<file path="config.mk">
export PLATFORM = sky130hd
export DESIGN_NAME = ex_stage
export DESIGN_NICKNAME = d
export VERILOG_FILES = /design/src/verilog/ex_pkg.sv /design/src/verilog/ex_stage.sv /design/src/verilog/ex_mem_req.sv /design/src/verilog/ex_addr_xlate.sv /design/src/verilog/ex_alu.sv
export VERILOG_INCLUDE_DIRS = /design/src /design/src/verilog
export SDC_FILE = /design/constraint.sdc
export NUM_CORES = 1
export LEC_CHECK = 0
export BUFFER_PORTS_ARGS = -buffer_cell sky130_fd_sc_hd__buf_4
export CORE_UTILIZATION = 48
export DETAILED_ROUTE_END_ITERATION = 12
export HOLD_SLACK_MARGIN = 0.06
export PLACE_DENSITY = 0.73
export SYNTH_ARGS = -nofsm -noshare
export SYNTH_HDL_FRONTEND = slang
export SYNTH_SLANG_ARGS = --single-unit
</file>
<file path="constraint.sdc">
create_clock -name clk -period 16.85 [get_ports clk]
set_input_delay 1.685 -clock clk [delete_from_list [all_inputs] [get_ports clk]]
set_output_delay 1.685 -clock clk [all_outputs]
set_load 0.03 [all_outputs]
</file>
<file path="src/verilog/ex_macros.svh">
`ifndef EX_MACROS_SVH
`define EX_MACROS_SVH

// one-hot ALU operation bits
`define EX_ALU_ADD   0
`define EX_ALU_SUB   1
`define EX_ALU_SLT   2
`define EX_ALU_SLTU  3
`define EX_ALU_AND   4
`define EX_ALU_NOR   5
`define EX_ALU_OR    6
`define EX_ALU_XOR   7
`define EX_ALU_SLL   8
`define EX_ALU_SRL   9
`define EX_ALU_SRA   10
`define EX_ALU_LUI   11

// store kind is one-hot, load kind is all zero for a word
`define EX_ST_W      0
`define EX_ST_B      1
`define EX_ST_H      2
`define EX_LD_B      0
`define EX_LD_H      1
`define EX_LD_U      2

`define EX_SEG_LSB   29     // window segment is vaddr[31:29]
`define EX_PAGE_BITS 12     // 4 KiB pages

`define EX_SIZE_B    2'd0
`define EX_SIZE_H    2'd1
`define EX_SIZE_W    2'd2

`endif
</file>
<file path="src/verilog/ex_pkg.sv">
`default_nettype none

package ex_pkg;

    typedef logic [31:0] word_t;     // data, address, pc
    typedef logic [4:0]  reg_idx_t;
    typedef logic [11:0] alu_op_t;   // one-hot
    typedef logic [2:0]  st_op_t;    // one-hot: word, byte, half
    typedef logic [2:0]  ld_op_t;    // byte, half, unsigned; zero is word
    typedef logic [1:0]  plv_t;
    typedef logic [1:0]  mat_t;
    typedef logic [2:0]  seg_t;
    typedef logic [19:0] ppn_t;
    typedef logic [1:0]  size_t;     // 0 byte, 1 half, 2 word
    typedef logic [3:0]  strb_t;
    typedef logic [63:0] count_t;

    // one encoded exception per instruction
    typedef enum logic [3:0] {
        exc_none = 4'd0,
        exc_adef = 4'd1,    // fetch address error, from decode
        exc_ine  = 4'd2,    // unknown instruction, from decode
        exc_adem = 4'd3,    // memory address error
        exc_ale  = 4'd4,    // misaligned access
        exc_tlbr = 4'd5,    // tlb refill
        exc_pil  = 4'd6,    // load page invalid
        exc_pis  = 4'd7,    // store page invalid
        exc_ppi  = 4'd8,    // page privilege
        exc_pme  = 4'd9     // page modified
    } exc_t;

endpackage

`default_nettype wire

</file>
<file path="src/verilog/ex_stage.sv">
`timescale 1ns/1ns
`default_nettype none

module ex_stage (
    input  logic              clk,
    input  logic              reset,

    input  logic              flush,
    input  logic              ms_has_exc,
    input  logic              wb_ex,

    input  logic              ds_to_es_valid,
    output logic              es_allow_in,
    input  ex_pkg::word_t     ds_pc,
    input  ex_pkg::word_t     ds_rj_value,
    input  ex_pkg::word_t     ds_rkd_value,
    input  ex_pkg::word_t     ds_imm,
    input  ex_pkg::reg_idx_t  ds_dest,
    input  logic              ds_gr_we,
    input  logic              ds_mem_we,
    input  logic              ds_res_from_mem,
    input  ex_pkg::alu_op_t   ds_alu_op,
    input  logic              ds_src1_is_pc,
    input  logic              ds_src2_is_imm,
    input  ex_pkg::st_op_t    ds_st_op,
    input  ex_pkg::ld_op_t    ds_ld_op,
    input  logic              ds_rdcntvl,
    input  logic              ds_rdcntvh,
    input  ex_pkg::exc_t      ds_exc,

    input  logic              ms_allow_in,
    output logic              es_to_ms_valid,
    output ex_pkg::word_t     es_pc,
    output logic              es_gr_we,
    output logic              es_res_from_mem,
    output logic              es_mem_we,
    output ex_pkg::reg_idx_t  es_dest,
    output ex_pkg::word_t     es_result,
    output ex_pkg::word_t     es_vaddr,
    output ex_pkg::ld_op_t    es_ld_op,
    output ex_pkg::exc_t      es_exc,

    output logic              data_sram_req,
    output logic              data_sram_wr,
    output ex_pkg::size_t     data_sram_size,
    output ex_pkg::strb_t     data_sram_wstrb,
    output ex_pkg::word_t     data_sram_addr,
    output ex_pkg::word_t     data_sram_wdata,
    input  logic              data_sram_addr_ok,

    input  logic              crmd_da,
    input  logic              crmd_pg,
    input  ex_pkg::plv_t      plv,
    input  ex_pkg::mat_t      datm,
    input  logic              dmw0_plv0,
    input  logic              dmw0_plv3,
    input  ex_pkg::mat_t      dmw0_mat,
    input  ex_pkg::seg_t      dmw0_pseg,
    input  ex_pkg::seg_t      dmw0_vseg,
    input  logic              dmw1_plv0,
    input  logic              dmw1_plv3,
    input  ex_pkg::mat_t      dmw1_mat,
    input  ex_pkg::seg_t      dmw1_pseg,
    input  ex_pkg::seg_t      dmw1_vseg,

    output logic [18:0]       tlb_vppn,
    output logic              tlb_va_bit12,
    input  logic              tlb_found,
    input  ex_pkg::ppn_t      tlb_ppn,
    input  ex_pkg::plv_t      tlb_plv,
    input  logic              tlb_v,
    input  logic              tlb_d,

    output logic              fwd_valid,
    output logic              fwd_gr_we,
    output ex_pkg::reg_idx_t  fwd_dest,
    output logic              fwd_is_load,
    output ex_pkg::word_t     fwd_result
);

    logic             es_valid;
    logic             es_ready_go;
    logic             mem_op;
    logic             misaligned;
    ex_pkg::exc_t     xlate_exc;
    ex_pkg::word_t    alu_result;
    ex_pkg::count_t   stable_cnt;

    // instruction fields held from decode
    ex_pkg::word_t    rj_value_q;
    ex_pkg::word_t    rkd_value_q;
    ex_pkg::word_t    imm_q;
    logic             gr_we_q;
    ex_pkg::alu_op_t  alu_op_q;
    logic             src1_is_pc_q;
    logic             src2_is_imm_q;
    ex_pkg::st_op_t   st_op_q;
    logic             rdcntvl_q;
    logic             rdcntvh_q;
    ex_pkg::exc_t     ds_exc_q;

    always_ff @(posedge clk) begin
        if (reset || flush)
            es_valid <= 1'b0;
        else if (es_allow_in)
            es_valid <= ds_to_es_valid;
    end

    always_ff @(posedge clk) begin
        if (ds_to_es_valid && es_allow_in) begin
            es_pc           <= ds_pc;
            rj_value_q      <= ds_rj_value;
            rkd_value_q     <= ds_rkd_value;
            imm_q           <= ds_imm;
            es_dest         <= ds_dest;
            gr_we_q         <= ds_gr_we;
            es_mem_we       <= ds_mem_we;
            es_res_from_mem <= ds_res_from_mem;
            alu_op_q        <= ds_alu_op;
            src1_is_pc_q    <= ds_src1_is_pc;
            src2_is_imm_q   <= ds_src2_is_imm;
            st_op_q         <= ds_st_op;
            es_ld_op        <= ds_ld_op;
            rdcntvl_q       <= ds_rdcntvl;
            rdcntvh_q       <= ds_rdcntvh;
            ds_exc_q        <= ds_exc;
        end
    end

    // stable counter, free running from reset
    always_ff @(posedge clk) begin
        if (reset)
            stable_cnt <= '0;
        else
            stable_cnt <= stable_cnt + 64'd1;
    end

    ex_alu alu0 (
        .alu_op      (alu_op_q),
        .pc          (es_pc),
        .rj_value    (rj_value_q),
        .rkd_value   (rkd_value_q),
        .imm         (imm_q),
        .src1_is_pc  (src1_is_pc_q),
        .src2_is_imm (src2_is_imm_q),
        .alu_result  (alu_result)
    );

    ex_addr_xlate xlate0 (
        .vaddr        (es_vaddr),
        .mem_rd       (es_res_from_mem),
        .mem_wr       (es_mem_we),
        .crmd_da      (crmd_da),
        .crmd_pg      (crmd_pg),
        .plv          (plv),
        .datm         (datm),
        .dmw0_plv0    (dmw0_plv0),
        .dmw0_plv3    (dmw0_plv3),
        .dmw0_mat     (dmw0_mat),
        .dmw0_pseg    (dmw0_pseg),
        .dmw0_vseg    (dmw0_vseg),
        .dmw1_plv0    (dmw1_plv0),
        .dmw1_plv3    (dmw1_plv3),
        .dmw1_mat     (dmw1_mat),
        .dmw1_pseg    (dmw1_pseg),
        .dmw1_vseg    (dmw1_vseg),
        .tlb_found    (tlb_found),
        .tlb_ppn      (tlb_ppn),
        .tlb_plv      (tlb_plv),
        .tlb_v        (tlb_v),
        .tlb_d        (tlb_d),
        .paddr        (data_sram_addr),
        .tlb_vppn     (tlb_vppn),
        .tlb_va_bit12 (tlb_va_bit12),
        .xlate_exc    (xlate_exc)
    );

    ex_mem_req mreq0 (
        .vaddr_lo   (es_vaddr[1:0]),
        .st_op      (st_op_q),
        .ld_op      (es_ld_op),
        .mem_wr     (es_mem_we),
        .mem_rd     (es_res_from_mem),
        .rkd_value  (rkd_value_q),
        .size       (data_sram_size),
        .wstrb      (data_sram_wstrb),
        .wdata      (data_sram_wdata),
        .misaligned (misaligned)
    );

    assign es_vaddr  = alu_result;
    assign es_result = rdcntvl_q ? stable_cnt[31:0]
                     : (rdcntvh_q ? stable_cnt[63:32] : alu_result);

    // decode first, then adem ahead of ale, then the rest of the tlb checks
    always_comb begin
        if (ds_exc_q != ex_pkg::exc_none)
            es_exc = ds_exc_q;
        else if (xlate_exc == ex_pkg::exc_adem)
            es_exc = ex_pkg::exc_adem;
        else if (misaligned)
            es_exc = ex_pkg::exc_ale;
        else
            es_exc = xlate_exc;
    end

    assign es_gr_we = gr_we_q && (es_exc == ex_pkg::exc_none);

    assign mem_op        = es_res_from_mem | es_mem_we;
    assign data_sram_wr  = es_mem_we;
    assign data_sram_req = es_valid && mem_op && ms_allow_in
                        && (es_exc == ex_pkg::exc_none) && !ms_has_exc && !wb_ex;

    // a memory op leaves only once its address is taken
    assign es_ready_go    = (es_exc != ex_pkg::exc_none)
                         || (mem_op ? (data_sram_req && data_sram_addr_ok) : 1'b1);
    assign es_allow_in    = !es_valid || (es_ready_go && ms_allow_in);
    assign es_to_ms_valid = es_valid && es_ready_go;

    assign fwd_valid   = es_valid;
    assign fwd_gr_we   = gr_we_q;
    assign fwd_dest    = es_dest;
    assign fwd_is_load = es_res_from_mem;     // decode stalls on a load-use
    assign fwd_result  = es_result;

endmodule

`default_nettype wire

</file>
<file path="src/verilog/ex_mem_req.sv">
`timescale 1ns/1ns
`default_nettype none

`include "ex_macros.svh"

module ex_mem_req (
    input  logic [1:0]     vaddr_lo,
    input  ex_pkg::st_op_t st_op,
    input  ex_pkg::ld_op_t ld_op,
    input  logic           mem_wr,
    input  logic           mem_rd,
    input  ex_pkg::word_t  rkd_value,
    output ex_pkg::size_t  size,
    output ex_pkg::strb_t  wstrb,
    output ex_pkg::word_t  wdata,
    output logic           misaligned
);

    logic is_word;
    logic is_half;

    // access width, shared by size and alignment
    assign is_word = (mem_wr & st_op[`EX_ST_W])
                   | (mem_rd & ~ld_op[`EX_LD_B] & ~ld_op[`EX_LD_H]);
    assign is_half = (mem_wr & st_op[`EX_ST_H])
                   | (mem_rd & ld_op[`EX_LD_H]);

    always_comb begin
        if (is_word)
            size = `EX_SIZE_W;
        else if (is_half)
            size = `EX_SIZE_H;
        else
            size = `EX_SIZE_B;     // byte loads and stores, and idle
    end

    assign misaligned = (is_word & (vaddr_lo != 2'b00))
                      | (is_half & vaddr_lo[0]);

    // sub-word data is replicated so every lane carries it
    always_comb begin
        wstrb = 4'b0000;
        wdata = rkd_value;
        if (mem_wr) begin
            if (st_op[`EX_ST_W]) begin
                wstrb = 4'b1111;
            end else if (st_op[`EX_ST_B]) begin
                wstrb = 4'b0001 << vaddr_lo;
                wdata = {4{rkd_value[7:0]}};
            end else if (st_op[`EX_ST_H]) begin
                wstrb = vaddr_lo[1] ? 4'b1100 : 4'b0011;
                wdata = {2{rkd_value[15:0]}};
            end
        end
    end

endmodule

`default_nettype wire

</file>
<file path="src/verilog/ex_addr_xlate.sv">
`timescale 1ns/1ns
`default_nettype none

`include "ex_macros.svh"

module ex_addr_xlate (
    input  ex_pkg::word_t vaddr,
    input  logic          mem_rd,
    input  logic          mem_wr,
    input  logic          crmd_da,
    input  logic          crmd_pg,
    input  ex_pkg::plv_t  plv,
    input  ex_pkg::mat_t  datm,
    input  logic          dmw0_plv0,
    input  logic          dmw0_plv3,
    input  ex_pkg::mat_t  dmw0_mat,
    input  ex_pkg::seg_t  dmw0_pseg,
    input  ex_pkg::seg_t  dmw0_vseg,
    input  logic          dmw1_plv0,
    input  logic          dmw1_plv3,
    input  ex_pkg::mat_t  dmw1_mat,
    input  ex_pkg::seg_t  dmw1_pseg,
    input  ex_pkg::seg_t  dmw1_vseg,
    input  logic          tlb_found,
    input  ex_pkg::ppn_t  tlb_ppn,
    input  ex_pkg::plv_t  tlb_plv,
    input  logic          tlb_v,
    input  logic          tlb_d,
    output ex_pkg::word_t paddr,
    output logic [18:0]   tlb_vppn,
    output logic          tlb_va_bit12,
    output ex_pkg::exc_t  xlate_exc
);

    logic          direct_mode;
    logic          mapped_mode;
    logic          dmw0_hit;
    logic          dmw1_hit;
    logic          page_mode;
    ex_pkg::word_t dmw0_addr;
    ex_pkg::word_t dmw1_addr;
    ex_pkg::word_t page_addr;

    assign direct_mode = crmd_da & ~crmd_pg;
    assign mapped_mode = ~crmd_da & crmd_pg;

    assign dmw0_hit = ((plv == 2'd0 && dmw0_plv0) || (plv == 2'd3 && dmw0_plv3))
                    && datm == dmw0_mat && vaddr[31:`EX_SEG_LSB] == dmw0_vseg;
    assign dmw1_hit = ((plv == 2'd0 && dmw1_plv0) || (plv == 2'd3 && dmw1_plv3))
                    && datm == dmw1_mat && vaddr[31:`EX_SEG_LSB] == dmw1_vseg;

    assign dmw0_addr = {dmw0_pseg, vaddr[`EX_SEG_LSB-1:0]};
    assign dmw1_addr = {dmw1_pseg, vaddr[`EX_SEG_LSB-1:0]};
    assign page_addr = {tlb_ppn, vaddr[`EX_PAGE_BITS-1:0]};

    assign page_mode = mapped_mode & ~dmw0_hit & ~dmw1_hit;   // falls through to tlb

    // tlb compares on the even/odd page pair, bit 12 picks the half
    assign tlb_vppn     = vaddr[31:`EX_PAGE_BITS+1];
    assign tlb_va_bit12 = vaddr[`EX_PAGE_BITS];

    always_comb begin
        if (direct_mode)
            paddr = vaddr;
        else if (mapped_mode)
            paddr = dmw0_hit ? dmw0_addr : (dmw1_hit ? dmw1_addr : page_addr);
        else
            paddr = '0;     // reserved da/pg combination
    end

    always_comb begin
        xlate_exc = ex_pkg::exc_none;
        if (page_mode && (mem_rd || mem_wr)) begin
            if (plv == 2'd3 && vaddr[31])
                xlate_exc = ex_pkg::exc_adem;   // user touching kernel half
            else if (!tlb_found)
                xlate_exc = ex_pkg::exc_tlbr;
            else if (!tlb_v)
                xlate_exc = mem_wr ? ex_pkg::exc_pis : ex_pkg::exc_pil;
            else if (plv > tlb_plv)
                xlate_exc = ex_pkg::exc_ppi;
            else if (mem_wr && !tlb_d)
                xlate_exc = ex_pkg::exc_pme;
        end
    end

endmodule

`default_nettype wire

</file>
<file path="src/verilog/ex_alu.sv">
`timescale 1ns/1ns
`default_nettype none

`include "ex_macros.svh"

module ex_alu (
    input  ex_pkg::alu_op_t alu_op,
    input  ex_pkg::word_t   pc,
    input  ex_pkg::word_t   rj_value,
    input  ex_pkg::word_t   rkd_value,
    input  ex_pkg::word_t   imm,
    input  logic            src1_is_pc,
    input  logic            src2_is_imm,
    output ex_pkg::word_t   alu_result
);

    ex_pkg::word_t src1;
    ex_pkg::word_t src2;
    ex_pkg::word_t add_sub_res;
    ex_pkg::word_t sll_res;
    ex_pkg::word_t srl_res;
    ex_pkg::word_t sra_res;
    logic          use_sub;
    logic          carry;
    logic          slt_res;
    logic          sltu_res;

    assign src1 = src1_is_pc  ? pc  : rj_value;
    assign src2 = src2_is_imm ? imm : rkd_value;

    // one adder for add, sub and both compares
    assign use_sub = alu_op[`EX_ALU_SUB] | alu_op[`EX_ALU_SLT] | alu_op[`EX_ALU_SLTU];
    assign {carry, add_sub_res} = {1'b0, src1} + {1'b0, use_sub ? ~src2 : src2}
                                + {32'd0, use_sub};

    // signs differ: src1 negative wins, else sign of the difference
    assign slt_res  = (src1[31] & ~src2[31])
                    | (~(src1[31] ^ src2[31]) & add_sub_res[31]);
    assign sltu_res = ~carry;     // borrow out

    assign sll_res = src1 << src2[4:0];
    assign srl_res = src1 >> src2[4:0];
    assign sra_res = $signed(src1) >>> src2[4:0];

    assign alu_result =
          ({32{alu_op[`EX_ALU_ADD] | alu_op[`EX_ALU_SUB]}} & add_sub_res)
        | ({32{alu_op[`EX_ALU_SLT]}}  & {31'd0, slt_res})
        | ({32{alu_op[`EX_ALU_SLTU]}} & {31'd0, sltu_res})
        | ({32{alu_op[`EX_ALU_AND]}}  & (src1 & src2))
        | ({32{alu_op[`EX_ALU_NOR]}}  & ~(src1 | src2))
        | ({32{alu_op[`EX_ALU_OR]}}   & (src1 | src2))
        | ({32{alu_op[`EX_ALU_XOR]}}  & (src1 ^ src2))
        | ({32{alu_op[`EX_ALU_SLL]}}  & sll_res)
        | ({32{alu_op[`EX_ALU_SRL]}}  & srl_res)
        | ({32{alu_op[`EX_ALU_SRA]}}  & sra_res)
        | ({32{alu_op[`EX_ALU_LUI]}}  & src2);     // imm already shifted by decode

endmodule

`default_nettype wire

</file>
==> impl_metrics.yaml, run 1 <==
sta:
  rsz0062_at_grt: "no"
  finalMaxSlewViolations: 0
  fmax_mhz: 111
  worst_clock_skew_ns: 0.0214
  maxSlewHeadroom_pct: 24.3
  setup-tns-final_ns: 0
  period_share_pct: 53.6
  setup_viol: 0
  worst_slew_pin_slew_ns: 1.12
  period_needed_ns: 9.03
  finalHoldViolCount: 0
die:
  initial_utilization_pct: 49.1
  chipWidth_um: 202
  fp.dieH_um: 202
  placementRows: 72
  dieArea_um2: 40600
  coreArea_um2: 38900
  io_pins: 466
grt:
  antenna_found_initial: 0
  grt_overflow: 0
  grt_start_max_net_pins: 74
  grt.total_usage_pct: 38.8
  grt_pass1_wl_um: 119000
  grt_pass1_vias: 18376
clock_network:
  h-tree-depth: 1
  clock_latency_ns: 0.57
  clock_path_buffers: 3
  post_cts_buffers: 0
  cts_root_buf: "clkbuf_16"
  cts_resized: 0
  clk_pin_slew_ns: 0.06
  clkSinkCount: 227
  cts_tree: "built"
  cts_made_buffers: 25
  cts_hold_buf: 0
setup_path:
  worstReg2RegStart: "src2_is_imm_q$_DFFE_PP_"
  end_kind: "flip-flop"
  critPathLaunch: "src2_is_imm_q$_DFFE_PP_"
  critical_path_required_ns: 17.03
  r2r_end: "es_pc[8]$_DFFE_PP_"
  path_class: "flip-flop to flip-flop"
  path_max_fanout: 73
  arrival_ns: 9.21
  r2r_slack_ns: 7.82
  worstSetupEndpoint: "es_pc[8]$_DFFE_PP_"
  startpoint_type: "flip-flop"
  ff2ff_path_depth: 21
detailed_routing:
  post_drt_wl_per_cell_um: 26.7
  ant_nets: 0
  drt_iter0_drc: 2308
  first_pass_iters: 6
  viasPerCell: 6.29
  drt_wl_total_um: 81700
  via_count: 19279
  drcViolationCount: 0
power_and_ir_drop:
  pwr-share-comb_pct: 47.3
  p_leak_uw: 0.00986
  peakVddDrop_v: 0.000113
  p_sw_share_pct: 42.4
  power.switching_uw: 967
  power.density_nw_per_um2: 97.4
  pwr-share-clk_pct: 23.8
  p_int_uw: 1310
  p_seq_share_pct: 28.9
place:
  dp_hpwl_um: 63800
  placed_cell_area_um2: 22600
  gp_congestion: 1.08
  numPortBuffers: 465
logic_synthesis:
  synth-async-reset-ratio_pct: 0
  syn_area_um2: 19100
  ys_warn_count: 0
  postSynthCellCount: 2190
  synth_ff_type: "edfxtp_1"
  avgSynthCellArea_um2: 8.73
  synth_seq_cells: 227
  ys_seq_area_share_pct: 32.3
  synth_edf_count: 162
  synth_nets: 2513
  yosysUniqueCellTypes: 79
layout:
  num_antenna_cells: 0
  layout-drive-gt1-share_pct: 26.2
  syn_to_final_growth_pct: 22.5
  design_area_um2: 23400
  post-route-util_pct: 60.2
  nets: 2857
hold_path:
  hold_path_startpoint: "stable_cnt[0]$_SDFF_PP0_"
  hold_path_class: "flip-flop to flip-flop"
run_status:
  status: "finished, final reports clean"
job:
  cap_violations: 0
-- through the flow --
step | std cells | hold slack [ns] | setup slack, ns | total power, uW
3_3_place_gp | 3025 | 0.440 | 8.28 | 1710
5_1_grt | 3066 | 0.529 | 7.35 | 2360
3_5_place_dp | 3025 | 0.456 | 8.04 | 1710
6_report | 3066 | 0.467 | 7.82 | 2280
2_1_floorplan | 2190 | 0.426 | 2.60 | 1340
4_1_cts | 3066 | 0.470 | 7.99 | 2250
-- power by group through the flow --
stage	clock network, uW	registers (uW)	logic (uW)
after floorplan	0	683	662
after global placement	0	670	1040
after detailed placement	0	671	1040
after CTS	547	660	1050
after global routing	567	663	1130
final	542	660	1080
-- state kept, by name, summed over array words and instances (netlist names) --
| register | cells |
|---|---|
| es_ld_op | 3 |
| es_res_from_mem | 1 |
| src1_is_pc_q | 1 |
| st_op_q | 3 |
| ds_exc_q | 4 |
| fwd_valid | 1 |
| alu_op_q | 12 |
| es_dest | 5 |
| imm_q | 32 |
| es_pc | 32 |
| rkd_value_q | 32 |
| rdcntvh_q | 1 |
| rdcntvl_q | 1 |
| fwd_gr_we | 1 |
| data_sram_wr | 1 |
| stable_cnt | 64 |
| src2_is_imm_q | 1 |
| rj_value_q | 32 |
-- area by class of cell --
cell class | count | area [um2]
repair buffers | 521 | 3910
inverters | 98 | 370
fillers | 3438 | 15500
flip-flops and latches | 227 | 6170
clock buffers | 31 | 666
well taps | 518 | 648
clock inverters | 10 | 120
multi-input cells | 1661 | 11500
-- routing by layer --
layer | global-route usage (%) | share of wire, % | vias up
met5 | 0 | 0 | -
met4 | 15.6 | 4.4 | 0
met3 | 8.29 | 9.8 | 197
met2 | 59.3 | 44 | 1143
met1 | 53.0 | 42 | 9287
li1 | - | - | 8652
-- worst min path at each step --
stage | to | slack (ns) | depth (start not counted)
after floorplan | stable_cnt[0]$_SDFF_PP0_ | 0.43 | 1
after global placement | stable_cnt[0]$_SDFF_PP0_ | 0.44 | 1
after detailed placement | stable_cnt[0]$_SDFF_PP0_ | 0.46 | 1
after CTS | stable_cnt[0]$_SDFF_PP0_ | 0.47 | 1
after global routing | stable_cnt[56]$_SDFF_PP0_ | 0.53 | 2
final | stable_cnt[0]$_SDFF_PP0_ | 0.47 | 1
-- cell usage in the layout (no fill, tap or decap), drive strengths merged, types with 16 or more instances in the layout --
cell     synthesis  layout
nor3            34      34
inv             98     100
o21ai          135     135
nor2b           22      22
edfxtp         162     162
and3            16      16
buf            115     521
dfxtp           65      65
nand3           54      54
xor2            58      58
nand4           26      26
mux2i          154     154
a21oi          112     112
a221oi          26      26
a211oi          22      22
xnor2           61      61
clkbuf          89      31
mux2            71      71
a22oi           29      29
a22o            21      21
ha             101     101
nor2           187     187
and2            21      21
nand2          252     252
o2111ai         16      16
o211ai          33      33
a31oi           23      23
-- worst max-delay path, stage by stage, from the launching register on --
cell and delay (ns):
edfxtp_1 0.32, buf_4 0.50, mux2i_4 0.33, buf_4 0.42, buf_4 0.48, mux2_2 0.25, inv_1 0.08, fa_1 0.41
a21o_1 0.21, a41oi_1 0.20, o21ai_0 0.23, o21a_1 0.32, a211oi_1 0.41, xnor2_1 0.12, a221oi_1 0.69, xnor2_1 0.30
o22ai_4 0.17, a211oi_1 0.53, a2111oi_4 0.15, o22ai_4 0.75, buf_4 0.76, buf_4 0.83
-- cell families (layout without fill, tap and decap cells) --
logic type	Yosys count	after routing	synth area share (%)
AOI/OAI and AO/OA	548	548	19.4
buffers and inverters	302	660	7.56
adders and majority gates	102	102	6.72
xor gates and xnor gates	119	119	5.45
muxes	230	230	13.1
DFF	227	227	32.3
and+or+nand+nor	662	662	15.5
-- synth_stat cells (29+ instances only) --
library cell  count  area [um2]
inv_1            95         357
buf_1            29         109
nor2_1          187         702
nand3_1          54         270
a22oi_1          29         218
nand2_1         252         946
o21ai_0         128         641
mux2_2           71         800
buf_4            68         510
edfxtp_1        162        4860
xor2_1           58         508
dfxtp_1          65        1300
xnor2_1          61         534
mux2i_1         143        1430
a21oi_1         112         561
clkbuf_1         89         334
nor3_1           34         170
o211ai_1         33         248
ha_1            101        1260
(Power assumes the default switching activity.)
==> run 2: changes to the inputs <==
clock period = 9.32 ns   (was 16.85 ns; I/O delays follow)
==> run 2 against run 1 <==
Core utilization up 0.54 points. Combinational power up 84%. Sequential power increased by 82%. Cell area grew 0.90%. First-iteration DRC count is 18% higher. Via count increased by 2.3%. Flip-flop and latch count unchanged. Total power increased by 84%. Clock power increased by 88%. Clock skew down 0.0096 ns. Routed wire length rose by 4.7%. Cell count rose by 0.72%. Largest cell class unchanged. Largest power group unchanged. Highest routed layer unchanged.
==> impl_metrics.yaml, run 2 (synthesized netlist as in run 1, its figures left out) <==
job:
  cap_violations: 0
sta:
  fmax_mhz: 117
  worst_clock_skew_ns: 0.0117
  finalMaxSlewViolations: 0
  maxSlewHeadroom_pct: 12.8
  rsz0062_at_grt: "no"
  period_share_pct: 91.5
  setup-tns-final_ns: 0
  period_needed_ns: 8.53
  finalHoldViolCount: 0
  setup_viol: 0
  worst_slew_pin_slew_ns: 1.30
  hold_ws_ns: 0.460
clock_network:
  clk_pin_slew_ns: 0.06
  cts_hold_buf: 0
  cts_made_buffers: 25
  cts_tree: "built"
  clock_path_buffers: 3
  clkSinkCount: 227
  post_cts_buffers: 0
  cts_root_buf: "clkbuf_16"
  clock_latency_ns: 0.56
  cts_resized: 0
  h-tree-depth: 1
setup_path:
  crit_chain: "mux2i_1 -> inv_1 -> ha_1 -> a211oi_1 -> o211ai_1 -> a221oi_1 -> a21oi_1 -> a211oi_1 -> xnor2_1 -> a221oi_1 -> xnor2_1 -> o22a_1 -> o21ai_2 -> a22o_1 -> buf_4"
  r2r_slack_ns: 1.15
  slowest_delay_ns: 1.12
  critical_path_required_ns: 8.39
  startpoint_type: "flip-flop"
  worstSetupEndpoint: "data_sram_addr[19]"
  path_class: "flip-flop to output pin"
  slowest_stage: "edfxtp_1"
  arrival_ns: 7.60
  end_kind: "output pin"
  r2r_end: "ds_exc_q[2]$_DFFE_PP_"
  worstReg2RegStart: "src1_is_pc_q$_DFFE_PP_"
  critPathLaunch: "src1_is_pc_q$_DFFE_PP_"
  path_max_fanout: 18
  ff2ff_path_depth: 16
detailed_routing:
  dr.max_layer_used: "met4"
  first_pass_iters: 6
  drt_wl_total_um: 85500
  via_count: 19724
  drt_iter0_drc: 2714
  dr_wl_met2_um: 37000
  dr_wl_met3_um: 10000
  drt-met1-wl_um: 34200
  drcViolationCount: 0
  ant_nets: 0
  post_drt_wl_per_cell_um: 27.7
  viasPerCell: 6.39
die:
  dieArea_um2: 40600
  placementRows: 72
  coreArea_um2: 38900
  io_pins: 466
  initial_utilization_pct: 49.1
  fp.dieH_um: 202
  chipWidth_um: 202
grt:
  grt_pass1_wl_um: 124000
  grt_start_max_net_pins: 66
  grt.total_usage_pct: 40.7
  grt_pass1_vias: 18470
  antenna_found_initial: 1
  grt_overflow: 0
run_status:
  status: "finished, final reports clean"
layout:
  syn_to_final_growth_pct: 23.6
  nFillCells: 3370
  final_cell_mix: "537 x buf_4, 252 x nand2_1, 186 x nor2_1, 162 x edfxtp_1, 142 x mux2i_1"
  top_register: "stable_cnt"
  largest_reg_flops: 64
  nets: 2875
  num_antenna_cells: 0
  layout_commonest_cell: "buf_4"
  layout-drive-gt1-share_pct: 26.7
place:
  numPortBuffers: 465
  dp_hpwl_um: 67200
  gp_congestion: 1.10
hold_path:
  hold_path_class: "flip-flop to flip-flop"
power_and_ir_drop:
  peakVddDrop_v: 0.000201
  p_leak_uw: 0.00998
  power.density_nw_per_um2: 178
[run 2: final cells by class]
| class | count | area, um2 | area share, % |
|---|---|---|---|
| clock buffer | 31 | 672 | 2.84 |
| clock inverter | 14 | 163 | 0.688 |
| tap | 518 | 648 | 2.74 |
| inverter | 98 | 370 | 1.57 |
| timing repair buffer | 539 | 4070 | 17.2 |
| multi-input combinational | 1661 | 11500 | 48.8 |
| sequential | 227 | 6170 | 26.1 |
[run 2: worst min path at each step]
stage / startpoint / end / slack [ns] / cells after the start
CTS: stable_cnt[0]$_SDFF_PP0_ / stable_cnt[0]$_SDFF_PP0_ / 0.46 / 1
detailed placement: stable_cnt[0]$_SDFF_PP0_ / stable_cnt[0]$_SDFF_PP0_ / 0.45 / 1
floorplan: stable_cnt[0]$_SDFF_PP0_ / stable_cnt[0]$_SDFF_PP0_ / 0.43 / 1
global route: stable_cnt[0]$_SDFF_PP0_ / stable_cnt[0]$_SDFF_PP0_ / 0.48 / 1
global placement: stable_cnt[0]$_SDFF_PP0_ / stable_cnt[0]$_SDFF_PP0_ / 0.44 / 1
finish: stable_cnt[0]$_SDFF_PP0_ / stable_cnt[0]$_SDFF_PP0_ / 0.46 / 1
[run 2: critical path, delay by kind of cell, from the launching register on]
kind / cells / cell delay, ns
muxes: 1 / 0.87
adders and majority gates: 1 / 0.50
xor gates and xnor gates: 2 / 0.42
AOI/OAI and AO/OA: 9 / 3.50
buffers and inverters: 2 / 0.61
DFF: 1 / 1.12
[run 2: metrics by stage]
step,utilization [%],setup slack [ns],cell area (um2),power (uW),std cells
floorplan,-,0.567,19100,2420,2190
global placement,58.6,1.51,22800,3120,3043
detailed placement,58.6,1.46,22800,3130,3043
CTS,60.7,1.04,23600,4140,3088
global route,60.7,0.584,23600,4330,3088
finish,60.7,0.791,23600,4200,3088
[run 2: per-layer routing]
metal	vias up	global-route usage (%)
met5	-	0
li1	8682	-
met4	0	18.5
met1	9396	55.1
met2	1422	60.6
met3	224	10.4
[run 2: power breakdown]
group	switching (uW)	leakage, uW	internal (uW)	total, uW
sequential	50.9	0.00213	1150	1200
combinational	1310	0.00744	675	1990
clock	419	0.000411	598	1020
==> run 3: changes to the inputs <==
ABC_AREA = 1   (was default)
PLACE_DENSITY = 0.76   (was 0.73)
clock period = 7 ns   (was 9.32 ns; I/O delays follow)
==> run 3 against run 2 <==
Routed wire length decreased by 6.4%. Synthesized cell count is 26% higher. Clock skew grew 0.0010 ns. Via count grew 7.4%. Total power up 17%. Non-clock buffer count decreased by 29. Core utilization down 0.15 points. Worst setup slack lost 0.26 ns. Critical endpoint is now es_result[13].
==> impl_metrics.yaml, run 3 <==
layout:
  final_cell_mix: "657 x nand2_1, 506 x buf_4, 344 x inv_1, 265 x o21ai_0, 198 x nand3_1"
  largest_reg_flops: 64
  nFillCells: 3596
  syn_to_final_growth_pct: 23.3
  fin_cells: 3650
  top_register: "stable_cnt"
  post-route-util_pct: 60.6
  layout_commonest_cell: "nand2_1"
  nets: 3436
  layout-drive-gt1-share_pct: 21.4
logic_synthesis:
  synth_seq_cells: 227
  synth_top_family_by_area: "simple AND/OR/NAND/NOR gates"
  synthAdderAreaFrac_pct: 6.68
  synth_ff_type: "edfxtp_1"
  netlist_top_cells_count: "663 x nand2_1, 344 x inv_1, 265 x o21ai_0, 201 x nand3_1, 189 x nor2_1"
  avgSynthCellArea_um2: 6.96
  ys_seq_area_share_pct: 32.1
  synth_most_common_cell: "nand2_1"
  yosysUniqueCellTypes: 66
  ys_warn_count: 0
  yosysTopAreaCell: "edfxtp_1"
  yosys-top-cells-area: "edfxtp_1 25%, nand2_1 13%, o21ai_0 6.9%"
  synth_compound_area_share_pct: 18.7
  synth.area.mux_share_pct: 0.417
  synthSimpleGateAreaFrac_pct: 27.8
  synth_xor_xnor_area_share_pct: 1.73
  synth_top_cell_area_share_pct: 25.3
  synth_edf_count: 162
  syn_area_um2: 19200
  synth-async-reset-ratio_pct: 0
  synth_nets: 3081
  postSynthCellCount: 2758
sta:
  maxSlewHeadroom_pct: 15.5
  worst_clock_skew_ns: 0.0127
  setup-tns-final_ns: 0
  fmax_mhz: 155
  worst_slew_pin_slew_ns: 1.24
  finalHoldViolCount: 0
  fin_ws_ns: 0.534
  rsz0062_at_grt: "no"
  period_share_pct: 92.4
  setup_viol: 0
  hold_ws_ns: 0.306
  period_needed_ns: 6.47
  finalMaxSlewViolations: 0
setup_path:
  r2r_slack_ns: 1.14
  path_class: "flip-flop to output pin"
  path_max_fanout: 33
  critical_path_required_ns: 6.30
  startpoint_type: "flip-flop"
  r2r_end: "rj_value_q[11]$_DFFE_PP_"
  arrival_ns: 5.77
  ff2ff_path_depth: 29
  end_kind: "output pin"
  worstReg2RegStart: "src1_is_pc_q$_DFFE_PP_"
detailed_routing:
  drt_iter0_drc: 2567
  via_count: 21177
  drt_wl_total_um: 80100
  ant_nets: 0
  post_drt_wl_per_cell_um: 21.9
  drcViolationCount: 0
  first_pass_iters: 8
  viasPerCell: 5.80
clock_network:
  post_cts_buffers: 0
  clock_latency_ns: 0.56
  clk_pin_slew_ns: 0.06
  clkSinkCount: 227
  cts_root_buf: "clkbuf_16"
  cts_hold_buf: 0
  h-tree-depth: 1
  cts_tree: "built"
  cts_resized: 0
  clock_path_buffers: 3
  cts_made_buffers: 26
power_and_ir_drop:
  p_leak_uw: 0.0108
  power.density_nw_per_um2: 208
  peakVddDrop_v: 0.000229
grt:
  grt.total_usage_pct: 38.0
  grt_pass1_vias: 19848
  antenna_found_initial: 2
  grt_start_max_net_pins: 67
  grt_overflow: 0
  grt_pass1_wl_um: 119000
place:
  numPortBuffers: 465
  post-place-cells: 3603
  gp_congestion: 1.12
  dp_slack_ns: 1.27
  dp_hpwl_um: 64600
hold_path:
  hold_path_startpoint: "ds_rkd_value[2]"
  whs_endpoint: "rkd_value_q[2]$_DFFE_PP_"
  hold-path-cell-count: 1
  hold_path_class: "input port to flip-flop"
die:
  io_pins: 466
  coreArea_um2: 39100
  initial_utilization_pct: 49.1
  fp.dieH_um: 202
  dieArea_um2: 40800
  chipWidth_um: 202
  placementRows: 72
run_status:
  status: "finished, final reports clean"
job:
  cap_violations: 0
## run 3: cell count changes after synthesis, moves of 22 or more
| cell | change |
|---|---|
| inv_1 | +249 |
| mux2i_1 | -135 |
| nor2b_1 | -22 |
| mux2_2 | -71 |
| xnor2_1 | -31 |
| xor2_1 | -50 |
| clkbuf_1 | -24 |
| a22oi_1 | -28 |
| nand3_1 | +147 |
| nand2_1 | +411 |
| a21oi_1 | +55 |
| o21ai_0 | +137 |
## run 3: logic make-up after synthesis
family / after synthesis
AOI/OAI and AO/OA: 619
xor gates and xnor gates: 38
adders and majority gates: 102
buffers and inverters: 548
DFF: 227
muxes: 8
and+or+nand+nor: 1216
## run 3: critical path: stages, from the launching register on
cell and delay (ns):
edfxtp_1 0.91, inv_4 0.32, nand2_1 0.15, nand2_1 0.35
ha_1 0.49, a21oi_1 0.21, o21ai_0 0.12, a21oi_1 0.12
nand2_1 0.17, o21ai_0 0.19, a21oi_1 0.09, a2111oi_0 1.04
nand2_1 0.40, o21ai_0 0.25, o21ai_0 0.15, buf_4 0.23
## run 3: layout make-up
class | count | area (um2) | area share, %
multi-input combinational | 1983 | 10700 | 45.4
clock inverter | 15 | 158 | 0.666
inverter | 365 | 1380 | 5.81
antenna | 1 | 2.50 | 0.0106
sequential | 227 | 6170 | 26.0
clock buffer | 31 | 711 | 3.00
tap | 518 | 648 | 2.74
timing repair buffer | 510 | 3880 | 16.4
## run 3: through the flow
step                instance area (um2)  power [uW]
global placement                  22800        3500
CTS                               23700        4870
detailed placement                22800        3510
global route                      23700        5120
finish                            23700        4920
floorplan                         19400        2810
## run 3: how the worst max path moves through the flow
stage / endpoint / slack, ns / from
finish: es_result[13] / 0.53 / src1_is_pc_q$_DFFE_PP_
global placement: rj_value_q[15]$_DFFE_PP_ / 1.32 / src1_is_pc_q$_DFFE_PP_
CTS: es_result[13] / 0.70 / src2_is_imm_q$_DFFE_PP_
detailed placement: es_pc[15]$_DFFE_PP_ / 1.27 / src1_is_pc_q$_DFFE_PP_
global route: data_sram_addr[22] / 0.26 / src1_is_pc_q$_DFFE_PP_
floorplan: alu_op_q[0]$_DFFE_PP_ / -0.24 / src2_is_imm_q$_DFFE_PP_
## run 3: report_power, final
group | switching [uW] | total (uW) | internal (uW)
clock | 581 | 1380 | 803
combinational | 1360 | 1990 | 627
sequential | 43.0 | 1550 | 1510
## run 3: metal layers
layer  wire length (um)  track usage (%)  share of wire, %
met5                  0                0                 0
met4               3450             15.2               4.3
met3               8740             8.13                11
met2              35300             58.9                44
met1              32700             51.5                41
